## src/source/cam_cfg_pkg.sv

```systemverilog
package cam_cfg_pkg;

  ////////////////////////////////////////////////////////////////////////////
  // Data-path sizes
  ////////////////////////////////////////////////////////////////////////////

  // One CAM entry / one search key
  parameter int KEY_WIDTH = 32;

  // Keys packed in one stream beat
  parameter int KEYS_PER_BEAT = 16;

  // Stream data width, in and out
  parameter int BEAT_WIDTH = KEY_WIDTH * KEYS_PER_BEAT;

  ////////////////////////////////////////////////////////////////////////////
  // Output codes
  ////////////////////////////////////////////////////////////////////////////

  // Put on m_tdata in the cycle a bulk load completes
  parameter logic [31:0] LOAD_DONE_CODE = 32'd100;

endpackage : cam_cfg_pkg

```

## src/source/cam_op_pkg.sv

```systemverilog
package cam_op_pkg;

  // Operation requested by the host for the current beat.
  typedef enum logic [2:0] {
    OP_IDLE     = 3'd0,  // Nothing to do
    OP_LOAD_ALL = 3'd1,  // Bulk load of 16 entries per beat
    OP_SEARCH   = 3'd2   // One key per beat in the low lane
  } cam_opcode_e;

endpackage : cam_op_pkg

```

## src/source/cam_cell.sv

```systemverilog
`timescale 1ns/1ps

module cam_cell #(
  parameter int CAM_SIZE    = 64,
  parameter int ENTRY_INDEX = 0   // Position of this entry in the CAM
) (
  input  logic                                             aclk,
  input  logic                                             areset,
  input  logic                                             load_fire,
  input  logic [$clog2(CAM_SIZE/cam_cfg_pkg::KEYS_PER_BEAT)-1:0] write_block,
  input  logic [cam_cfg_pkg::BEAT_WIDTH-1:0]               s_tdata,
  input  logic [cam_cfg_pkg::KEY_WIDTH-1:0]                search_key,
  output logic                                             match
);

  import cam_cfg_pkg::*;

  localparam int BLOCK_WIDTH = $clog2(CAM_SIZE / KEYS_PER_BEAT);
  localparam int MY_BLOCK    = ENTRY_INDEX / KEYS_PER_BEAT;  // Beat that writes us
  localparam int MY_LANE     = ENTRY_INDEX % KEYS_PER_BEAT;  // Lane within that beat

  logic [KEY_WIDTH-1:0] entry;        // Stored key
  logic                 entry_valid;  // Loaded since reset
  logic                 write_en;

  assign write_en = load_fire && (write_block == BLOCK_WIDTH'(MY_BLOCK));

  // Entry storage
  always_ff @(posedge aclk) begin
    if (write_en) begin
      entry <= s_tdata[MY_LANE*KEY_WIDTH +: KEY_WIDTH];
    end
  end

  always_ff @(posedge aclk) begin
    if (areset) begin
      entry_valid <= 1'b0;
    end else if (write_en) begin
      entry_valid <= 1'b1;  // Sticky until next reset
    end
  end

  // Search stage 2: XOR compare, zero means hit
  always_ff @(posedge aclk) begin
    if (areset) begin
      match <= 1'b0;
    end else begin
      match <= entry_valid && !(|(entry ^ search_key));
    end
  end

endmodule : cam_cell

```

## src/source/cam_loader.sv

```systemverilog
`timescale 1ns/1ps

module cam_loader #(
  parameter int CAM_SIZE = 64  // Entries, multiple of KEYS_PER_BEAT
) (
  input  logic                                             aclk,
  input  logic                                             areset,
  input  cam_op_pkg::cam_opcode_e                          opcode,
  input  logic                                             s_tvalid,
  input  logic [cam_cfg_pkg::BEAT_WIDTH-1:0]               s_tdata,
  output logic                                             load_fire,
  output logic                                             load_done,
  output logic                                             key_valid,
  output logic [$clog2(CAM_SIZE/cam_cfg_pkg::KEYS_PER_BEAT)-1:0] write_block,
  output logic [cam_cfg_pkg::KEY_WIDTH-1:0]                search_key
);

  import cam_cfg_pkg::*;
  import cam_op_pkg::*;

  localparam int NUM_BLOCKS  = CAM_SIZE / KEYS_PER_BEAT;  // Beats per full load
  localparam int BLOCK_WIDTH = $clog2(NUM_BLOCKS);

  logic search_fire;  // Search beat accepted this cycle

  ////////////////////////////////////////////////////////////////////////////
  // Opcode decode
  ////////////////////////////////////////////////////////////////////////////

  // Always ready, so a beat is taken whenever valid is up
  assign load_fire   = s_tvalid && (opcode == OP_LOAD_ALL);
  assign search_fire = s_tvalid && (opcode == OP_SEARCH);

  // Last block of the load; zero latency to the output stream
  assign load_done = load_fire && (write_block == BLOCK_WIDTH'(NUM_BLOCKS - 1));

  ////////////////////////////////////////////////////////////////////////////
  // Load block counter
  ////////////////////////////////////////////////////////////////////////////

  always_ff @(posedge aclk) begin
    if (areset) begin
      write_block <= '0;
    end else if (load_fire) begin
      if (load_done) begin
        write_block <= '0;  // Wrap for the next bulk load
      end else begin
        write_block <= write_block + 1'b1;
      end
    end
  end

  ////////////////////////////////////////////////////////////////////////////
  // Search stage 1: key register
  ////////////////////////////////////////////////////////////////////////////

  always_ff @(posedge aclk) begin
    if (areset) begin
      key_valid <= 1'b0;
    end else begin
      key_valid <= search_fire;  // Marks T+1
    end
  end

  // Only lane 0 carries the search key
  always_ff @(posedge aclk) begin
    if (search_fire) begin
      search_key <= s_tdata[KEY_WIDTH-1:0];
    end
  end

endmodule : cam_loader

```

## src/source/cam_match_encoder.sv

```systemverilog
`timescale 1ns/1ps

module cam_match_encoder #(
  parameter int CAM_SIZE = 64,
  parameter int SEGMENTS = 2    // Must divide CAM_SIZE
) (
  input  logic                               aclk,
  input  logic                               areset,
  input  logic [CAM_SIZE-1:0]                match,
  input  logic                               key_valid,
  input  logic                               load_done,
  output logic                               m_tvalid,
  output logic [cam_cfg_pkg::BEAT_WIDTH-1:0] m_tdata
);

  import cam_cfg_pkg::*;

  localparam int INDEX_WIDTH = $clog2(CAM_SIZE);
  localparam int RESULT_WIDTH = INDEX_WIDTH + 1;        // Extra bit for no-match
  localparam logic [RESULT_WIDTH-1:0] NO_MATCH = '1;
  localparam int SEG_SIZE = CAM_SIZE / SEGMENTS;        // Entries per segment

  logic                    match_valid;   // Stage 2 valid
  logic                    seg_valid;     // Stage 3 valid
  logic                    result_valid;  // Stage 4 valid

  logic [RESULT_WIDTH-1:0] seg_next  [SEGMENTS];  // Lowest hit per segment, comb
  logic [RESULT_WIDTH-1:0] seg_index [SEGMENTS];  // Same, registered
  logic [RESULT_WIDTH-1:0] final_next;
  logic [RESULT_WIDTH-1:0] final_index;

  ////////////////////////////////////////////////////////////////////////////
  // Valid pipeline, follows the data through stages 2..4
  ////////////////////////////////////////////////////////////////////////////

  always_ff @(posedge aclk) begin
    if (areset) begin
      match_valid  <= 1'b0;
      seg_valid    <= 1'b0;
      result_valid <= 1'b0;
    end else begin
      match_valid  <= key_valid;    // T+2
      seg_valid    <= match_valid;  // T+3
      result_valid <= seg_valid;    // T+4
    end
  end

  ////////////////////////////////////////////////////////////////////////////
  // Stage 3: per-segment priority encode
  ////////////////////////////////////////////////////////////////////////////

  // Scan from the top down so the lowest hit is written last
  always_comb begin
    for (int s = 0; s < SEGMENTS; s++) begin
      seg_next[s] = NO_MATCH;
      for (int i = SEG_SIZE - 1; i >= 0; i--) begin
        if (match[s*SEG_SIZE + i]) begin
          seg_next[s] = RESULT_WIDTH'(s*SEG_SIZE + i);
        end
      end
    end
  end

  always_ff @(posedge aclk) begin
    seg_index <= seg_next;
  end

  ////////////////////////////////////////////////////////////////////////////
  // Stage 4: pick first segment with a hit
  ////////////////////////////////////////////////////////////////////////////

  always_comb begin
    final_next = NO_MATCH;
    for (int s = SEGMENTS - 1; s >= 0; s--) begin
      if (seg_index[s] != NO_MATCH) begin
        final_next = seg_index[s];
      end
    end
  end

  always_ff @(posedge aclk) begin
    final_index <= final_next;
  end

  ////////////////////////////////////////////////////////////////////////////
  // Output stream mux
  ////////////////////////////////////////////////////////////////////////////

  // Load-done wins a collision; the search result that cycle is dropped
  always_comb begin
    if (load_done) begin
      m_tvalid = 1'b1;
      m_tdata  = BEAT_WIDTH'(LOAD_DONE_CODE);
    end else if (result_valid) begin
      m_tvalid = 1'b1;
      m_tdata  = BEAT_WIDTH'(final_index);  // Zero-extended index or NO_MATCH
    end else begin
      m_tvalid = 1'b0;
      m_tdata  = '0;
    end
  end

endmodule : cam_match_encoder

```

## src/source/cam_top.sv

```systemverilog
`timescale 1ns/1ps

module cam_top #(
  parameter int CAM_SIZE = 64,  // Multiple of KEYS_PER_BEAT
  parameter int SEGMENTS = 2    // Encoder segments, divides CAM_SIZE
) (
  input  logic                               aclk,
  input  logic                               areset,
  input  cam_op_pkg::cam_opcode_e            opcode,
  input  logic                               s_tvalid,
  input  logic [cam_cfg_pkg::BEAT_WIDTH-1:0] s_tdata,
  output logic                               update_all_end,
  output logic                               m_tvalid,
  output logic [cam_cfg_pkg::BEAT_WIDTH-1:0] m_tdata
);

  import cam_cfg_pkg::*;

  localparam int BLOCK_WIDTH = $clog2(CAM_SIZE / KEYS_PER_BEAT);

  ////////////////////////////////////////////////////////////////////////////
  // Internal wires
  ////////////////////////////////////////////////////////////////////////////

  logic                   load_fire;    // Load beat taken
  logic [BLOCK_WIDTH-1:0] write_block;  // Current group of 16 entries
  logic                   key_valid;    // Stage 1 valid
  logic [KEY_WIDTH-1:0]   search_key;   // Stage 1 key
  logic [CAM_SIZE-1:0]    match;        // Stage 2 hit vector

  ////////////////////////////////////////////////////////////////////////////
  // Loader
  ////////////////////////////////////////////////////////////////////////////

  // Load-done goes straight out as update_all_end
  cam_loader #(
    .CAM_SIZE    (CAM_SIZE)
  ) u_loader (
    .aclk        (aclk),
    .areset      (areset),
    .opcode      (opcode),
    .s_tvalid    (s_tvalid),
    .s_tdata     (s_tdata),
    .load_fire   (load_fire),
    .load_done   (update_all_end),
    .key_valid   (key_valid),
    .write_block (write_block),
    .search_key  (search_key)
  );

  // One cell per entry
  for (genvar i = 0; i < CAM_SIZE; i++) begin : gen_cell
    cam_cell #(
      .CAM_SIZE    (CAM_SIZE),
      .ENTRY_INDEX (i)
    ) u_cell (
      .aclk        (aclk),
      .areset      (areset),
      .load_fire   (load_fire),
      .write_block (write_block),
      .s_tdata     (s_tdata),
      .search_key  (search_key),
      .match       (match[i])
    );
  end

  ////////////////////////////////////////////////////////////////////////////
  // Match encoder and output stream
  ////////////////////////////////////////////////////////////////////////////

  cam_match_encoder #(
    .CAM_SIZE  (CAM_SIZE),
    .SEGMENTS  (SEGMENTS)
  ) u_encoder (
    .aclk      (aclk),
    .areset    (areset),
    .match     (match),
    .key_valid (key_valid),
    .load_done (update_all_end),
    .m_tvalid  (m_tvalid),
    .m_tdata   (m_tdata)
  );

endmodule : cam_top

```

## config.mk

```make
export PLATFORM = sky130hd
export DESIGN_NAME = cam_top
export DESIGN_NICKNAME = d
export VERILOG_FILES = /design/src/source/cam_cfg_pkg.sv /design/src/source/cam_op_pkg.sv /design/src/source/cam_cell.sv /design/src/source/cam_loader.sv /design/src/source/cam_match_encoder.sv /design/src/source/cam_top.sv
export SDC_FILE = /design/constraint.sdc
export NUM_CORES = 2
export LEC_CHECK = 0
export BUFFER_PORTS_ARGS = -buffer_cell sky130_fd_sc_hd__buf_4
export CAP_MARGIN = 20
export CORE_MARGIN = 3
export CORE_UTILIZATION = 50
export CTS_CLUSTER_SIZE = 30
export DETAILED_ROUTE_END_ITERATION = 6
export PLACE_DENSITY = 0.75
export SYNTH_ARGS = -nofsm -noshare
export SYNTH_HDL_FRONTEND = slang
export SYNTH_SLANG_ARGS = --single-unit
```

## constraint.sdc

```tcl
create_clock -name aclk -period 32.9 [get_ports aclk]
set_input_delay 6.58 -clock aclk [delete_from_list [all_inputs] [get_ports aclk]]
set_output_delay 6.58 -clock aclk [all_outputs]
set_load 0.03 [all_outputs]
```

==> metrics.cfg <==
[die]
initial_core_util = 0.506
fp.dieW_um = 438
fp-row-count = 157
num_io_pins = 1032
coreArea_um2 = 184000
die_y_um = 438
dieArea_um2 = 192000

[synth]
synth_top_area_frac = 0.670
async_flop_share = 0
synth_most_common_cell = edfxtp_1
ys_seq_area_frac = 0.690
synth_area_leader_cell = edfxtp_1
synth_commonest_cells = 2,080 x edfxtp_1, 1,744 x xnor2_1, 520 x buf_4
yosys.cell_types.count = 54
synth_cells = 5871
ys.flop_type = edfxtp_1
syn_avg_cell_area_um2 = 15.9
yosys-top-cells-area = edfxtp_1 67%, xnor2_1 16%, buf_4 4.2%
syn_area_um2 = 93200
synth_enable_flop_cells = 2080
yosysWarnings = 0
ys_ff_latch = 2173

[place]
dp_hpwl_um = 183000
place_congestion = 0.889
io_buffers = 526
placed_cell_area_um2 = 97700

[cts]
postCtsHoldBufs = 0
clkSinkCount = 2173
cts_tree = yes
cts_max_path_buffers = 3
cts_buffers = 205
path_clk_slew_ns = 0.06
cts_resized = 0
htreeDepth = 4
worstSkewPairLatency_ns = 0.86
post_cts_buffers = 0
cts_root_buf = clkbuf_16

[power]
p_switching_mw = 1.29
power_mw = 5.76
p_comb_frac = 0.061
p_per_area_nw_per_um2 = 55.1
internal-power_mw = 4.46
static-leakage-power_nw = 33.3
seqPwrFrac = 0.530
sw_frac_of_total = 0.225
vdd_drop_max_mv = 0.0478
clkPwrFrac = 0.409

[setup_path]
path_buf_inv = 4
critPathMaxFanout = 45
crit_family = buffers and inverters
path_cells = buf_4 > nor4bb_1 > buf_4 > nand2_1 > inv_8 > buf_4
crit_path_max_incr_delay_ns = 0.55
critPathCaptureType = primary output
reg2reg_depth = 8
crit_type = input pin to primary output
crit_arrival_ns = 8.57
crit_path_start_kind = input pin
cp.depth = 6
crit_path_frequent_cell = buf_4
slowest_stage = nor4bb_1
cp.required_ns = 26.32

[timing]
slew_headroom = 0.203
hold_violations = 0
max_freq_mhz = 66.0
finalSetupTns_ns = 0
slew_viol_final = 0
tightest_slew_ns = 1.20
timing.hold.ws_ns = 0.448
skew_ns = 0.0368
fin_crit_sh = 0.460
fin_crit_ns = 15.15
rsz0062_at_grt = false
setup_viol = 0

[routing]
dr.pass1.iters = 5
wl_um = 275000
vias = 51868
drtIter0Drc = 6427
route.detailed.drc = 0
viasPerCell = 5.65
post_drt_wl_per_cell_um = 30.0
ant_nets = 0

[global_route]
globalRouteTotalUtil = 0.280
antenna_found_initial = 66
grt_pass1_wl_um = 377000
grt_max_degree = 159
grt_pass1_vias = 49886
grt.overflow.total = 0

[min_path]
holdPathStages = 1
hp-class = flop to flop

[job]
max_cap_viol_count = 0

[final_layout]
num-fill-cells = 14131
area_growth_pct = 12.1
fin_nets = 7005
multi_input_area_um2 = 25200
postLayoutCellArea_um2 = 105000
drive_above_1_share = 0.144
seq_area_um2 = 64300

[status]
status = finished, final reports clean

[layer usage]
layer / wire length, um / track usage / up-vias
met4: 18900 / 0.173 / 10
li1: - / - / 21484
met3: 23900 / 0.0444 / 729
met5: 67 / 0 / -
met1: 95000 / 0.336 / 26312
met2: 137000 / 0.475 / 3333
[cells in the final DEF, fill, tap and decap left out, drive strengths merged, types with 76 or more instances in the layout]
cell type	netlist	layout
buf	730	642
clkbuf	11	288
clkinv	0	76
conb	1	505
dfxtp	93	93
edfxtp	2080	2080
nand4	439	439
nor4	202	202
xnor2	1745	1745
xor2	282	282
[final cells by class]
type                            instances  area share
Clock buffer                          288      0.0547
Inverter                               38     0.00144
Tap cell                             2464      0.0295
Multi-Input combinational cell       3423       0.241
Sequential cell                      2173       0.615
Antenna cell                           51     0.00122
Clock inverter                         97     0.00941
Timing Repair Buffer                  642      0.0476
[state kept, by name, summed over array words and instances (netlist names), 2 cells and up]
name / flops
gen_cell.u_cell.entry: 2048
u_loader.search_key: 32
gen_cell.u_cell.match: 64
gen_cell.u_cell.entry_valid: 4
u_encoder.final_index: 7
u_loader.write_block: 2
u_encoder.seg_index: 12
[per-stage QoR]
step,utilization,std cells,setup slack [ns]
after global routing,0.567,9172,17.70
after floorplan,-,6375,9.07
final,0.567,9176,17.75
after detailed placement,0.530,8739,17.81
after CTS,0.566,9124,17.83
after global placement,0.530,8739,17.84
[cells by family after synthesis]
kind of cell	share of synthesized area
buf+inv	0.0608
flops	0.690
xor+xnor	0.191
fa+ha+maj	0.000537
other cells	0.0000402
simple gates	0.0523
compound gates	0.00561
[final timing paths]
kind	endpoint	slack, ns	start
min	u_encoder.seg_valid	0.45	u_encoder.match_valid
max reg2reg	gen_cell[44].u_cell.entry[2]	27.28	u_loader.write_block[0]
max	update_all_end	17.75	opcode[2]
min reg2reg	u_encoder.seg_valid	0.45	u_encoder.match_valid
[power by group through the flow]
stage | registers, mW | clock network [mW] | logic [mW]
final | 3.05 | 2.35 | 0.349
after global routing | 3.05 | 2.48 | 0.359
after CTS | 3.05 | 2.37 | 0.343
after detailed placement | 3.11 | 0 | 0.341
after global placement | 3.11 | 0 | 0.338
after floorplan | 3.12 | 0 | 0.236
Note: power is estimated with default switching activity, not from simulation.
